$ cat config.mk
export PLATFORM = sky130hd
export DESIGN_NAME = dma_top
export DESIGN_NICKNAME = d
export VERILOG_FILES = /design/src/design/dma_pkg.sv /design/src/design/dma_cfg_if.sv /design/src/design/dma_fifo_wr_if.sv /design/src/design/dma_cfg_regs.sv /design/src/design/dma_reader.sv /design/src/design/dma_fifo.sv /design/src/design/dma_writer.sv /design/src/design/dma_top.sv
export SDC_FILE = /design/constraint.sdc
export NUM_CORES = 1
export LEC_CHECK = 0
export BUFFER_PORTS_ARGS = -buffer_cell sky130_fd_sc_hd__clkbuf_2
export CAP_MARGIN = 25
export CORE_UTILIZATION = 60
export CTS_CLUSTER_SIZE = 12
export DETAILED_ROUTE_END_ITERATION = 12
export GPL_ROUTABILITY_DRIVEN = 0
export PLACE_DENSITY = 0.9
export SLEW_MARGIN = 20
export SYNTH_ARGS = -nofsm -noshare
export SYNTH_HDL_FRONTEND = slang
export SYNTH_SLANG_ARGS = --single-unit
export TNS_END_PERCENT = 20
$ cat constraint.sdc
create_clock -name clk_i -period 7.1 [get_ports clk_i]
set_clock_uncertainty 0.2 [all_clocks]
set_input_delay 0.355 -clock clk_i [delete_from_list [all_inputs] [get_ports clk_i]]
set_output_delay 0.355 -clock clk_i [all_outputs]
set_load 0.01 [all_outputs]
$ cat src/design/dma_pkg.sv
package dma_pkg;

  // Bus widths
  localparam int unsigned ADDR_W = 32;
  localparam int unsigned DATA_W = 32;
  localparam int unsigned BE_W   = 4;
  localparam int unsigned ID_W   = 4;

  // Register space is 256 bytes, word aligned
  localparam int unsigned REG_IDX_W = 8;

  // Channel field widths
  localparam int unsigned OFFSET_W = 8;
  localparam int unsigned REPEAT_W = 11;

  // Buffer between reader and writer
  localparam int unsigned FIFO_DEPTH = 2;

  // --------------------------------------------------
  // Register map
  // --------------------------------------------------
  localparam logic [REG_IDX_W-1:0] REG_SRC_ADDR  = 8'h00;
  localparam logic [REG_IDX_W-1:0] REG_DST_ADDR  = 8'h04;
  localparam logic [REG_IDX_W-1:0] REG_CONTROL   = 8'h08;
  localparam logic [REG_IDX_W-1:0] REG_INTERRUPT = 8'h10;
  localparam logic [REG_IDX_W-1:0] REG_STATUS    = 8'h14;

  // Control word layout
  localparam int unsigned CTRL_OFFSET_LSB    = 24;
  localparam int unsigned CTRL_REPEAT_LSB    = 13;
  localparam int unsigned CTRL_BYTE_MODE_BIT = 1;
  localparam int unsigned CTRL_START_BIT     = 0;

endpackage

$ cat src/design/dma_cfg_if.sv
`timescale 1ns/1ps

interface dma_cfg_if ();

  logic [dma_pkg::ADDR_W-1:0]   src_addr;
  logic [dma_pkg::ADDR_W-1:0]   dst_addr;
  logic [dma_pkg::OFFSET_W-1:0] offset;
  logic [dma_pkg::REPEAT_W-1:0] repeat_cnt;
  logic                         byte_mode;
  // One-cycle pulses from the register block
  logic                         start;
  logic                         abort;
  logic                         busy;

  modport regs   (output src_addr, dst_addr, offset, repeat_cnt, byte_mode, start, abort,
                  input  busy);
  modport reader (input  src_addr, offset, repeat_cnt, start, abort);
  modport writer (input  dst_addr, repeat_cnt, byte_mode, start, abort,
                  output busy);

endinterface

$ cat src/design/dma_fifo_wr_if.sv
`timescale 1ns/1ps

interface dma_fifo_wr_if ();

  logic                       wr_en;
  logic [dma_pkg::DATA_W-1:0] wr_data;
  // Occupancy flags seen by the reader
  logic                       full;
  logic                       almost_full;

  modport reader (output wr_en, wr_data,
                  input  full, almost_full);
  modport fifo   (input  wr_en, wr_data,
                  output full, almost_full);

endinterface

$ cat src/design/dma_cfg_regs.sv
`timescale 1ns/1ps

module dma_cfg_regs (
  input  logic                       clk_i,
  input  logic                       rst_ni,
  input  logic                       cfg_req_i,
  input  logic                       cfg_we_i,
  input  logic [dma_pkg::ADDR_W-1:0] cfg_addr_i,
  input  logic [dma_pkg::DATA_W-1:0] cfg_wdata_i,
  input  logic [dma_pkg::ID_W-1:0]   cfg_id_i,
  output logic                       cfg_gnt_o,
  output logic                       cfg_rvalid_o,
  output logic                       cfg_err_o,
  output logic [dma_pkg::DATA_W-1:0] cfg_rdata_o,
  output logic [dma_pkg::ID_W-1:0]   cfg_rid_o,
  dma_cfg_if.regs                    cfg
);

  // Request captured in the grant cycle
  logic                          req_q;
  logic                          we_q;
  logic [dma_pkg::ADDR_W-1:0]    addr_q;
  logic [dma_pkg::DATA_W-1:0]    wdata_q;
  logic [dma_pkg::ID_W-1:0]      id_q;
  logic [dma_pkg::REG_IDX_W-1:0] reg_idx;

  // Channel configuration
  logic [dma_pkg::ADDR_W-1:0]   src_d, src_q;
  logic [dma_pkg::ADDR_W-1:0]   dst_d, dst_q;
  logic [dma_pkg::OFFSET_W-1:0] offset_d, offset_q;
  logic [dma_pkg::REPEAT_W-1:0] repeat_d, repeat_q;
  logic                         byte_mode_d, byte_mode_q;
  logic [dma_pkg::REPEAT_W-1:0] wr_repeat;

  // --------------------------------------------------
  // Request capture and response
  // --------------------------------------------------
  always_ff @(posedge clk_i) begin
    if (!rst_ni) begin
      req_q <= 1'b0;
    end else begin
      req_q <= cfg_req_i;
    end
  end

  always_ff @(posedge clk_i) begin
    we_q    <= cfg_we_i;
    addr_q  <= cfg_addr_i;
    wdata_q <= cfg_wdata_i;
    id_q    <= cfg_id_i;
  end

  // Slave never stalls
  assign cfg_gnt_o    = cfg_req_i;
  assign cfg_rvalid_o = req_q;
  assign cfg_rid_o    = id_q;

  assign reg_idx   = {addr_q[dma_pkg::REG_IDX_W-1:2], 2'b00};
  assign wr_repeat = wdata_q[dma_pkg::CTRL_REPEAT_LSB +: dma_pkg::REPEAT_W];

  // --------------------------------------------------
  // Decode
  // --------------------------------------------------
  always_comb begin
    src_d       = src_q;
    dst_d       = dst_q;
    offset_d    = offset_q;
    repeat_d    = repeat_q;
    byte_mode_d = byte_mode_q;
    cfg.start   = 1'b0;
    cfg.abort   = 1'b0;
    cfg_rdata_o = '0;
    cfg_err_o   = 1'b0;

    if (req_q && we_q) begin
      // Only an abort gets through while a transfer runs
      if (cfg.busy && reg_idx != dma_pkg::REG_INTERRUPT) begin
        cfg_err_o = 1'b1;
      end else begin
        case (reg_idx)
          dma_pkg::REG_SRC_ADDR: src_d = wdata_q;
          dma_pkg::REG_DST_ADDR: dst_d = wdata_q;
          dma_pkg::REG_CONTROL: begin
            if (wdata_q[dma_pkg::CTRL_START_BIT] && wr_repeat == '0) begin
              cfg_err_o = 1'b1;
            end else begin
              offset_d    = wdata_q[dma_pkg::CTRL_OFFSET_LSB +: dma_pkg::OFFSET_W];
              repeat_d    = wr_repeat;
              byte_mode_d = wdata_q[dma_pkg::CTRL_BYTE_MODE_BIT];
              cfg.start   = wdata_q[dma_pkg::CTRL_START_BIT];
            end
          end
          dma_pkg::REG_INTERRUPT: cfg.abort = 1'b1;
          default: cfg_err_o = 1'b1;
        endcase
      end
    end else if (req_q) begin
      case (reg_idx)
        dma_pkg::REG_SRC_ADDR: cfg_rdata_o = src_q;
        dma_pkg::REG_DST_ADDR: cfg_rdata_o = dst_q;
        dma_pkg::REG_CONTROL: begin
          cfg_rdata_o[dma_pkg::CTRL_OFFSET_LSB +: dma_pkg::OFFSET_W] = offset_q;
          cfg_rdata_o[dma_pkg::CTRL_REPEAT_LSB +: dma_pkg::REPEAT_W] = repeat_q;
          cfg_rdata_o[dma_pkg::CTRL_BYTE_MODE_BIT]                   = byte_mode_q;
          cfg_rdata_o[dma_pkg::CTRL_START_BIT]                       = cfg.busy;
        end
        dma_pkg::REG_STATUS: cfg_rdata_o[0] = cfg.busy;
        default: cfg_err_o = 1'b1;
      endcase
    end
  end

  always_ff @(posedge clk_i) begin
    if (!rst_ni) begin
      src_q       <= '0;
      dst_q       <= '0;
      offset_q    <= '0;
      repeat_q    <= '0;
      byte_mode_q <= 1'b0;
    end else begin
      src_q       <= src_d;
      dst_q       <= dst_d;
      offset_q    <= offset_d;
      repeat_q    <= repeat_d;
      byte_mode_q <= byte_mode_d;
    end
  end

  assign cfg.src_addr   = src_q;
  assign cfg.dst_addr   = dst_q;
  assign cfg.offset     = offset_q;
  assign cfg.repeat_cnt = repeat_q;
  assign cfg.byte_mode  = byte_mode_q;

endmodule

$ cat src/design/dma_reader.sv
`timescale 1ns/1ps

module dma_reader (
  input  logic                       clk_i,
  input  logic                       rst_ni,
  dma_cfg_if.reader                  cfg,
  dma_fifo_wr_if.reader              fifo,
  output logic                       rd_req_o,
  output logic [dma_pkg::ADDR_W-1:0] rd_addr_o,
  input  logic                       rd_gnt_i,
  input  logic                       rd_rvalid_i,
  input  logic                       rd_err_i,
  input  logic [dma_pkg::DATA_W-1:0] rd_rdata_i
);

  enum logic [1:0] {R_IDLE, R_WAIT_SPACE, R_WAIT_GNT, R_WAIT_RVALID} state_q, state_d;

  logic [dma_pkg::REPEAT_W-1:0] cnt_d, cnt_q;
  logic                         req_d, req_q;
  logic                         wr_en_d, wr_en_q;
  logic [dma_pkg::DATA_W-1:0]   wr_data_q;

  // Source is a fixed peripheral word
  assign rd_addr_o = cfg.src_addr + {{(dma_pkg::ADDR_W - dma_pkg::OFFSET_W){1'b0}}, cfg.offset};
  assign rd_req_o  = req_q;

  assign fifo.wr_en   = wr_en_q;
  assign fifo.wr_data = wr_data_q;

  always_comb begin
    state_d = state_q;
    cnt_d   = cnt_q;
    req_d   = 1'b0;
    wr_en_d = 1'b0;

    case (state_q)
      R_IDLE: begin
        if (cfg.start) begin
          state_d = R_WAIT_GNT;
          req_d   = 1'b1;
          cnt_d   = {{(dma_pkg::REPEAT_W-1){1'b0}}, 1'b1};
        end
      end
      R_WAIT_SPACE: begin
        // A word still in flight to the FIFO is not yet in its count
        if (!fifo.full && !wr_en_q) begin
          state_d = R_WAIT_GNT;
          req_d   = 1'b1;
        end
      end
      R_WAIT_GNT: begin
        if (rd_gnt_i) begin
          state_d = R_WAIT_RVALID;
        end else begin
          req_d = 1'b1;
        end
      end
      R_WAIT_RVALID: begin
        // Error responses are dropped, keep waiting
        if (rd_rvalid_i && !rd_err_i) begin
          wr_en_d = 1'b1;
          cnt_d   = cnt_q + 1'b1;
          if (cnt_q == cfg.repeat_cnt) begin
            state_d = R_IDLE;
          end else if (!fifo.almost_full) begin
            state_d = R_WAIT_GNT;
            req_d   = 1'b1;
          end else begin
            state_d = R_WAIT_SPACE;
          end
        end
      end
      default: state_d = R_IDLE;
    endcase

    if (cfg.abort) begin
      state_d = R_IDLE;
      req_d   = 1'b0;
      wr_en_d = 1'b0;
    end
  end

  always_ff @(posedge clk_i) begin
    if (!rst_ni) begin
      state_q <= R_IDLE;
      cnt_q   <= '0;
      req_q   <= 1'b0;
      wr_en_q <= 1'b0;
    end else begin
      state_q <= state_d;
      cnt_q   <= cnt_d;
      req_q   <= req_d;
      wr_en_q <= wr_en_d;
    end
  end

  // Qualified by wr_en_q
  always_ff @(posedge clk_i) begin
    wr_data_q <= rd_rdata_i;
  end

endmodule

$ cat src/design/dma_fifo.sv
`timescale 1ns/1ps

module dma_fifo (
  input  logic                       clk_i,
  input  logic                       rst_ni,
  dma_fifo_wr_if.fifo                wr,
  input  logic                       rd_en_i,
  output logic [dma_pkg::DATA_W-1:0] rd_data_o,
  output logic                       empty_o
);

  logic [dma_pkg::DATA_W-1:0]               mem_q [dma_pkg::FIFO_DEPTH];
  logic [$clog2(dma_pkg::FIFO_DEPTH)-1:0]   wr_ptr_q;
  logic [$clog2(dma_pkg::FIFO_DEPTH)-1:0]   rd_ptr_q;
  logic [$clog2(dma_pkg::FIFO_DEPTH+1)-1:0] count_q;
  logic                                     push;
  logic                                     pop;

  assign push = wr.wr_en && !wr.full;
  assign pop  = rd_en_i && !empty_o;

  // Flags straight from the occupancy count
  assign wr.full        = (count_q == dma_pkg::FIFO_DEPTH);
  assign wr.almost_full = (count_q >= dma_pkg::FIFO_DEPTH - 1);
  assign empty_o        = (count_q == '0);

  // First-word fall-through
  assign rd_data_o = mem_q[rd_ptr_q];

  always_ff @(posedge clk_i) begin
    if (!rst_ni) begin
      wr_ptr_q <= '0;
      rd_ptr_q <= '0;
      count_q  <= '0;
    end else begin
      if (push) begin
        wr_ptr_q <= wr_ptr_q + 1'b1;
      end
      if (pop) begin
        rd_ptr_q <= rd_ptr_q + 1'b1;
      end
      if (push && !pop) begin
        count_q <= count_q + 1'b1;
      end else if (pop && !push) begin
        count_q <= count_q - 1'b1;
      end
    end
  end

  always_ff @(posedge clk_i) begin
    if (push) begin
      mem_q[wr_ptr_q] <= wr.wr_data;
    end
  end

endmodule

$ cat src/design/dma_writer.sv
`timescale 1ns/1ps

module dma_writer (
  input  logic                       clk_i,
  input  logic                       rst_ni,
  dma_cfg_if.writer                  cfg,
  output logic                       rd_en_o,
  input  logic [dma_pkg::DATA_W-1:0] rd_data_i,
  input  logic                       empty_i,
  output logic                       wr_req_o,
  output logic [dma_pkg::ADDR_W-1:0] wr_addr_o,
  output logic [dma_pkg::BE_W-1:0]   wr_be_o,
  output logic [dma_pkg::DATA_W-1:0] wr_wdata_o,
  input  logic                       wr_gnt_i
);

  enum logic [1:0] {W_IDLE, W_WAIT_DATA, W_WAIT_GNT} state_q, state_d;

  logic [dma_pkg::REPEAT_W-1:0] cnt_d, cnt_q;
  logic                         req_d, req_q;
  logic [dma_pkg::ADDR_W-1:0]   addr_d, addr_q;
  logic [dma_pkg::BE_W-1:0]     be_d, be_q;
  logic [dma_pkg::DATA_W-1:0]   wdata_d, wdata_q;

  // Next beat, prepared from the FIFO head
  logic [dma_pkg::ADDR_W-1:0]   addr_step;
  logic [dma_pkg::ADDR_W-1:0]   next_addr;
  logic [dma_pkg::ADDR_W-1:0]   beat_addr;
  logic [dma_pkg::BE_W-1:0]     beat_be;
  logic [dma_pkg::DATA_W-1:0]   beat_data;

  assign addr_step = cfg.byte_mode ? 'd1 : 'd4;
  assign next_addr = addr_q + addr_step;
  // After a grant the next beat already uses the advanced address
  assign beat_addr = (state_q == W_WAIT_GNT) ? next_addr : addr_q;
  assign beat_be   = cfg.byte_mode ?
                     ({{(dma_pkg::BE_W-1){1'b0}}, 1'b1} << beat_addr[1:0]) : '1;
  assign beat_data = cfg.byte_mode ? {dma_pkg::BE_W{rd_data_i[7:0]}} : rd_data_i;

  assign cfg.busy = (state_q != W_IDLE);

  always_comb begin
    state_d = state_q;
    cnt_d   = cnt_q;
    req_d   = 1'b0;
    addr_d  = addr_q;
    be_d    = be_q;
    wdata_d = wdata_q;
    rd_en_o = 1'b0;

    case (state_q)
      W_IDLE: begin
        if (cfg.start) begin
          state_d = W_WAIT_DATA;
          cnt_d   = {{(dma_pkg::REPEAT_W-1){1'b0}}, 1'b1};
          addr_d  = cfg.dst_addr;
        end
      end
      W_WAIT_DATA: begin
        if (!empty_i) begin
          rd_en_o = 1'b1;
          req_d   = 1'b1;
          be_d    = beat_be;
          wdata_d = beat_data;
          state_d = W_WAIT_GNT;
        end
      end
      W_WAIT_GNT: begin
        if (wr_gnt_i) begin
          cnt_d  = cnt_q + 1'b1;
          addr_d = next_addr;
          if (cnt_q == cfg.repeat_cnt) begin
            state_d = W_IDLE;
          end else if (!empty_i) begin
            // Back-to-back beat
            rd_en_o = 1'b1;
            req_d   = 1'b1;
            be_d    = beat_be;
            wdata_d = beat_data;
          end else begin
            state_d = W_WAIT_DATA;
          end
        end else begin
          req_d = 1'b1;
        end
      end
      default: state_d = W_IDLE;
    endcase

    if (cfg.abort) begin
      state_d = W_IDLE;
      req_d   = 1'b0;
      rd_en_o = 1'b0;
    end
  end

  always_ff @(posedge clk_i) begin
    if (!rst_ni) begin
      state_q <= W_IDLE;
      cnt_q   <= '0;
      req_q   <= 1'b0;
    end else begin
      state_q <= state_d;
      cnt_q   <= cnt_d;
      req_q   <= req_d;
    end
  end

  always_ff @(posedge clk_i) begin
    addr_q  <= addr_d;
    be_q    <= be_d;
    wdata_q <= wdata_d;
  end

  assign wr_req_o   = req_q;
  assign wr_addr_o  = addr_q;
  assign wr_be_o    = be_q;
  assign wr_wdata_o = wdata_q;

endmodule

$ cat src/design/dma_top.sv
`timescale 1ns/1ps

module dma_top (
  input  logic                       clk_i,
  input  logic                       rst_ni,
  // Configuration slave
  input  logic                       cfg_req_i,
  input  logic                       cfg_we_i,
  input  logic [dma_pkg::ADDR_W-1:0] cfg_addr_i,
  input  logic [dma_pkg::DATA_W-1:0] cfg_wdata_i,
  input  logic [dma_pkg::ID_W-1:0]   cfg_id_i,
  output logic                       cfg_gnt_o,
  output logic                       cfg_rvalid_o,
  output logic                       cfg_err_o,
  output logic [dma_pkg::DATA_W-1:0] cfg_rdata_o,
  output logic [dma_pkg::ID_W-1:0]   cfg_rid_o,
  // Read manager towards the peripheral
  output logic                       rd_req_o,
  output logic [dma_pkg::ADDR_W-1:0] rd_addr_o,
  input  logic                       rd_gnt_i,
  input  logic                       rd_rvalid_i,
  input  logic                       rd_err_i,
  input  logic [dma_pkg::DATA_W-1:0] rd_rdata_i,
  // Write manager towards memory
  output logic                       wr_req_o,
  output logic [dma_pkg::ADDR_W-1:0] wr_addr_o,
  output logic [dma_pkg::BE_W-1:0]   wr_be_o,
  output logic [dma_pkg::DATA_W-1:0] wr_wdata_o,
  input  logic                       wr_gnt_i
);

  dma_cfg_if     u_cfg_if ();
  dma_fifo_wr_if u_fifo_wr_if ();

  // FIFO read side
  logic                       fifo_rd_en;
  logic [dma_pkg::DATA_W-1:0] fifo_rd_data;
  logic                       fifo_empty;

  dma_cfg_regs u_cfg_regs (
    .clk_i        (clk_i),
    .rst_ni       (rst_ni),
    .cfg_req_i    (cfg_req_i),
    .cfg_we_i     (cfg_we_i),
    .cfg_addr_i   (cfg_addr_i),
    .cfg_wdata_i  (cfg_wdata_i),
    .cfg_id_i     (cfg_id_i),
    .cfg_gnt_o    (cfg_gnt_o),
    .cfg_rvalid_o (cfg_rvalid_o),
    .cfg_err_o    (cfg_err_o),
    .cfg_rdata_o  (cfg_rdata_o),
    .cfg_rid_o    (cfg_rid_o),
    .cfg          (u_cfg_if.regs)
  );

  dma_reader u_reader (
    .clk_i       (clk_i),
    .rst_ni      (rst_ni),
    .cfg         (u_cfg_if.reader),
    .fifo        (u_fifo_wr_if.reader),
    .rd_req_o    (rd_req_o),
    .rd_addr_o   (rd_addr_o),
    .rd_gnt_i    (rd_gnt_i),
    .rd_rvalid_i (rd_rvalid_i),
    .rd_err_i    (rd_err_i),
    .rd_rdata_i  (rd_rdata_i)
  );

  dma_fifo u_fifo (
    .clk_i     (clk_i),
    .rst_ni    (rst_ni),
    .wr        (u_fifo_wr_if.fifo),
    .rd_en_i   (fifo_rd_en),
    .rd_data_o (fifo_rd_data),
    .empty_o   (fifo_empty)
  );

  dma_writer u_writer (
    .clk_i      (clk_i),
    .rst_ni     (rst_ni),
    .cfg        (u_cfg_if.writer),
    .rd_en_o    (fifo_rd_en),
    .rd_data_i  (fifo_rd_data),
    .empty_i    (fifo_empty),
    .wr_req_o   (wr_req_o),
    .wr_addr_o  (wr_addr_o),
    .wr_be_o    (wr_be_o),
    .wr_wdata_o (wr_wdata_o),
    .wr_gnt_i   (wr_gnt_i)
  );

endmodule

# After elaboration in Yosys (flattened, before gate mapping)
# Memory sizes are Yosys's and may differ from the RTL's. A register that Yosys moved wholly into a read port is not among the register bits.
# Cells that the tools add are included.
[totals]
ff_bits = 263
word_cells = 172
out_inout_bits = 141
memories = 1
in_bits = 108
ramBits = 64
[classes]
n_mux = 73
shifts = 1
addsub = 8
n_reduce_logical = 38
n_bitwise = 4
magnitude_cmp = 1
n_eq_ne = 22
[mem_list]
columns = ["memory", "depth", "word_bits", "read_ports", "rd_ports_with_merged_regs", "write_ports", "line", "text"]
rows = [
  ["u_fifo.mem_q", 2, 32, 1, 1, 1, "dma_fifo.sv:12", "logic [dma_pkg::DATA_W-1:0] mem_q [dma_pkg::FIFO_DEPTH];"],
]
[ops]
columns = ["operator", "count"]
rows = [
  ["2-to-1 mux 32 bit", 8],
  ["one-hot mux 32 bit (2 select lines)", 2],
  ["one-hot mux 11 bit (2 select lines)", 3],
  ["one-hot mux 19 bit (3 select lines)", 1],
  ["2-to-1 mux 11 bit", 3],
  ["adder 32 x 3 -> 32 bit", 1],
  ["adder 32 x 8 -> 32 bit", 1],
  ["2-to-1 mux 1 bit", 28],
  ["2-to-1 mux 2 bit", 14],
  ["adder 11 x 1 -> 11 bit (second input constant)", 2],
  ["equality test 11 bit", 2],
  ["2-to-1 mux 4 bit", 4],
  ["AND reduction 3 bit", 5],
  ["equality test 6 x 3 -> 1 bit (second input constant)", 2],
  ["!= test 2 bit (second input constant)", 6],
  ["AND reduction 4 bit", 3],
  ["zero test 11 bit", 1],
  ["nonzero test 2 bit", 5],
  ["logical AND 1 bit", 9],
  ["equality test 2 bit (second input constant)", 4],
  ["zero test 8 bit", 1],
  ["one-hot mux 2 bit (4 select lines)", 1],
  ["one-hot mux 4 bit (2 select lines)", 1],
  ["equality test 6 x 1 -> 1 bit (second input constant)", 1],
  ["other kinds (21)", 39],
]

# Longest topological paths before layout
[depth]
depth_word = 10
depth_mapped = 10
mapped_depth_nobuf = 9

# Hierarchy
# From an unflattened synthesis, not the netlist that was laid out.
[hier_totals]
cells_unflattened = 1350
hier_area_um2 = 14481.4
[modules_own_cells]
columns = ["module", "area_per_inst_um2", "cells_per_inst", "n_inst", "seq_area_each_um2"]
rows = [
  ["dma_cfg_regs", 5019.8, 557, 1, 2562.5],
  ["dma_writer", 4337.9, 421, 1, 2322.2],
  ["dma_fifo", 2730.1, 127, 1, 2021.9],
  ["dma_reader", 2393.5, 245, 1, 940.9],
]

# Worst setup path after synthesis
# No wires, ideal clock.
[synth_path]
path_kind = "reg2reg"
startpoint = "reg u_writer.state_q[0] (netlist name)"
endpoint = "reg u_writer.be_q (netlist bit u_writer.wr_be_o[0]) (enable)"
setup_slack_ps = 2726
setup_ps = 485
stages_incl_launch_ff = 6
arrival_time_ps = 3690
path_buffers = 2
synth_period_minus_slack_ps = 4374
t_required_ps = 6415
path_cell_list = "dfxtp_1 inv_1 ha_1 clkbuf_1 clkbuf_1 a21boi_0"
[synth_between]
elab_chain_len = 3
elab_cells_between_ends = 6
classes_between = "4 x eq/ne; 2 x reduce/logical"
[synth_lines]
columns = ["item", "line", "text"]
rows = [
  ["start, declared", "dma_writer.sv:17", "enum logic [1:0] {W_IDLE, W_WAIT_DATA, W_WAIT_GNT} state_q, state_d;"],
  ["start signal, assigned", "dma_writer.sv:103", "state_q <= state_d;"],
  ["equality test 2 bit or equality test 2 x 1 -> 1 bit (tied branches)", "dma_writer.sv:51", "case (state_q)"],
  ["!= test 2 bit (no source line) or nonzero test 2 bit (tied branches)", "-", ""],
  ["AND reduction 3 bit (no source line) (*)", "-", ""],
  ["end signal, assigned", "dma_writer.sv:111", "be_q <= be_d;"],
  ["end, declared", "dma_writer.sv:22", "logic [dma_pkg::BE_W-1:0] be_d, be_q;"],
]
# Mark *: on every way between the ends. The rest lies on a longest branch, timed or not.
# A chain may end at the register's enable or synchronous reset.

# Worst setup path after layout
[layout_path]
startpoint = "reg u_cfg_regs.offset_q (netlist bit u_cfg_regs.cfg.offset[1])"
endpoint = "out rd_addr_o[31] (netlist name)"
[layout_between]
elab_chain_len = 1
[layout_lines]
columns = ["item", "line", "text"]
rows = [
  ["start, declared", "dma_cfg_regs.sv:30", "logic [dma_pkg::OFFSET_W-1:0] offset_d, offset_q;"],
  ["start signal, assigned", "dma_cfg_regs.sv:123", "offset_q <= offset_d;"],
  ["adder 32 x 8 -> 32 bit", "dma_reader.sv:24", "assign rd_addr_o = cfg.src_addr + {{(dma_pkg::ADDR_W - dma_pkg::OFFSET_W){1'b0}}, cfg.offset};"],
  ["end, declared", "dma_top.sv:19", "output logic [dma_pkg::ADDR_W-1:0] rd_addr_o,"],
]
# No other way between the ends.

==> reports/qor.csv <==
stage,metric,value,unit
outcome,status,"complete, no violations",
logic_synthesis,Yosys warnings,0,
route,vias per inst,5.94,
die,core area,22600,um^2
logic_synthesis,top cell types by occurrence after synthesis,"nand2_1, dfxtp_1, nor2_1",
cts,clock slew at reported path FFs,0.06,ns
power,cell leakage power,6.57,nW
grt,GRT Overall Usage,32.3,%
cts,TritonCTS clock tree,yes,
place,dpl hpwl,24000,um
logic_synthesis,most numerous cell in the Yosys netlist,nand2_1,
logic_synthesis,"area leader, netlist",edfxtp_1,
logic_synthesis,number of synthesized register bits,326,
sta,hold_ws,0.0950,ns
route,drt drc,0,
layout,final net count,1728,
cts,post-CTS sizing,0,
logic_synthesis,post-synth cell types,66,
route,first drt pass iteration count,7,
die,number of core rows,55,
sta,count of final max-slew check failures,0,
cts,Root Buffer,clkbuf_16,
logic_synthesis,Area contributors post-synth,"edfxtp_1, dfxtp_1, nand2_1, xnor2_1, nor2_1",
sta,Tmin final,3.98,ns
setup_path,Critical Path Sink Type,primary output,
sta,setup_tns,0,ns
sta,RSZ-0062 raised after global routing,no,
sta,relative max-transition margin,28.2,%
die,Die Area,23500,um^2
sta,Final Hold Fails,0,
logic_synthesis,prevailing post-synth register cell,dfxtp_1,
cts,Skew-Pair Late Insertion Delay,0.52,ns
setup_path,Crit path max-delay family,compound AO/OA/AOI/OAI gates,
setup_path,Crit Path Max Fanout,12,
setup_path,crit path buf inv count,1,
sta,Worst Max-Slew Pin Slew,1.08,ns
place,DP Worst Slack,3.13,ns
route,DRT iter0 DRCs,1192,
cts,Clock Path Buffers,3,
sta,Final period util,56.1,%
setup_path,worst path arrival time,3.43,ns
logic_synthesis,sequential area share after synthesis,57.1,%
place,IO Port Bufs,222,
layout,layout cells sized above 1,19.5,%
setup_path,startpoint type of the worst setup path,register,
grt,vias in the first global route,11000,
grt,Overflow after GRT,0,
die,Initial Util,60.9,%
cts,Post-CTS Setup Bufs,0,
logic_synthesis,Post-Syn Area,13700,um^2
logic_synthesis,"FFs w/ async S/R, synth",0,%
cts,CTS Sinks,326,
setup_path,"Slowest-stage cell, CP",a21oi_1,
power,Max IR drop VDD,0.000181,V
setup_path,Worst Path Required,6.55,ns
die,io pins,249,
logic_synthesis,share of the synthesized area in the top cell type,28.8,%
layout,Area Overhead vs Synth,23.0,%
logic_synthesis,Syn Nets,1441,
setup_path,Max stage delay on crit path,0.84,ns
sta,Setup Viol. Count Final,0,
route,Post-DRT Antenna Nets,0,
grt,first-pass GRT wire length,58700,um
logic_synthesis,"EDFF count, synth",132,
flow_run,count of maximum capacitance violations,0,
power,Cell Pwr Density,231,nW/um^2
grt,initial antenna violation count,1,
route,Via Count,11300,
cts,total CTS buffers,35,
sta,Achievable Freq,0.251,GHz
hold_path,min-delay worst type,in2reg,
grt,largest net degree at the start of global routing,98,
route,WL final,38600,um
die,Die H,153,um
cts,htree depth,2,
sta,setup slack after layout,3.12,ns
setup_path,critical path type,reg2out,
route,Avg WL per Cell,20.2,um
die,die width,153,um
logic_synthesis,cell count after synthesis,1311,
logic_synthesis,synthesized area per cell,10.5,um^2
setup_path,worst-path cell chain,"ha_1, a211o_1, o211ai_1, a21o_1, a21oi_1, nand4_1, xnor2_1, clkbuf_2",
==> stage by stage <==
stage               cells  cell area, um^2  total power [mW]  util (%)
finish               1906            16900              3.90      74.8
floorplan            1311            13700              2.08         -
global placement     1767            15000              2.13      66.5
detailed placement   1768            15000              2.14      66.6
CTS                  1904            16900              3.88      74.8
global route         1906            16900              3.99      74.8
==> registers in the layout, indices dropped and copies added (netlist names), 2 cells and up, named ones only <==
register                   cells
u_writer.cnt_q                11
u_writer.wr_wdata_o           32
u_writer.state_q               2
u_writer.wr_be_o               4
u_cfg_regs.cfg.repeat_cnt     11
u_fifo.mem_q                  64
u_reader.state_q               2
u_cfg_regs.cfg.dst_addr       32
u_reader.fifo.wr_data         32
u_cfg_regs.cfg_rid_o           4
u_cfg_regs.cfg.src_addr       32
u_cfg_regs.wdata_q            32
u_cfg_regs.addr_q              6
u_reader.cnt_q                11
u_writer.wr_addr_o            32
u_cfg_regs.cfg.offset          8
u_fifo.count_q                 2
==> timing repair <==
item,4_1_cts,5_1_grt
hold buffers,77,0
endpoints found under the setup margin,0,0
hold endpoints to repair,77,0
==> placed cells by master (no fill, tap or decap), types with 20 or more instances in the layout <==
cell           count
xor2_1            41
a21oi_1           89
a21boi_1          41
nor2_1           136
clkbuf_16         37
ha_1              20
dlygate4sd3_1     77
mux2i_1           46
clkbuf_2         223
xnor2_1           59
inv_1             23
dfxtp_1          193
edfxtp_1         132
a21boi_0          45
nand2_1          210
nand3_1           27
and3_1            21
==> worst register-to-register path: cells and delay by family (launching register included) <==
| family | cells | cell delay, ns |
|---|---|---|
| AND/OR/NAND/NOR | 3 | 1.04 |
| adder cells (fa/ha/maj) | 1 | 0.49 |
| flip-flops | 1 | 0.47 |
| buffers and inverters | 1 | 0.41 |
| AO/OA/AOI/OAI | 2 | 0.33 |
| XOR/XNOR | 1 | 0.15 |
==> worst paths after layout <==
kind,from,to,slack (ns),depth (start not counted)
max,u_cfg_regs.cfg.offset[1],rd_addr_o[31],3.12,8
min,rd_rvalid_i,u_reader.cnt_q[1],0.09,4
max reg2reg,u_cfg_regs.cfg.byte_mode,u_writer.wr_addr_o[22],3.71,8
min reg2reg,u_reader.fifo.wr_data[14],u_fifo.mem_q[1][14],0.23,0
==> final cells by class <==
| type | instances | area (um^2) |
|---|---|---|
| Sequential cell | 326 | 7850 |
| Fill cell | 1404 | 5680 |
| Multi-Input combinational cell | 898 | 5520 |
| Timing Repair Buffer | 313 | 2000 |
| Clock buffer | 52 | 1000 |
| Tap cell | 285 | 357 |
| Inverter | 24 | 90.1 |
| Clock inverter | 7 | 75.1 |
| Antenna cell | 1 | 2.50 |
==> power by group <==
part           total [mW]  switching [mW]  internal (mW)
clock network        1.76           0.739           1.02
registers            2.00          0.0312           1.97
logic               0.137          0.0649         0.0719
total                3.90           0.835           3.06
==> metal layers <==
metal / up-vias / wire length (um) / global-route usage, %
li1: 5126 / - / -
met1: 5348 / 14500 / 40.5
met2: 704 / 18900 / 54.7
met3: 138 / 3460 / 5.19
met4: 0 / 1700 / 15.7
met5: - / 0 / 0
==> cells by family (layout without fill, tap and decap cells) <==
logic type | after synthesis | after routing | share of synthesized area [%]
buffers and inverters | 87 | 396 | 2.83
DFF | 326 | 326 | 57.1
xor gates and xnor gates | 100 | 100 | 6.37
other | 0 | 1 | 0
adders and majority gates | 22 | 22 | 2.06
AOI/OAI and AO/OA | 238 | 238 | 11.5
muxes | 57 | 57 | 4.25
and+or+nand+nor | 481 | 481 | 15.8
Power figures use the tool's default switching activity.
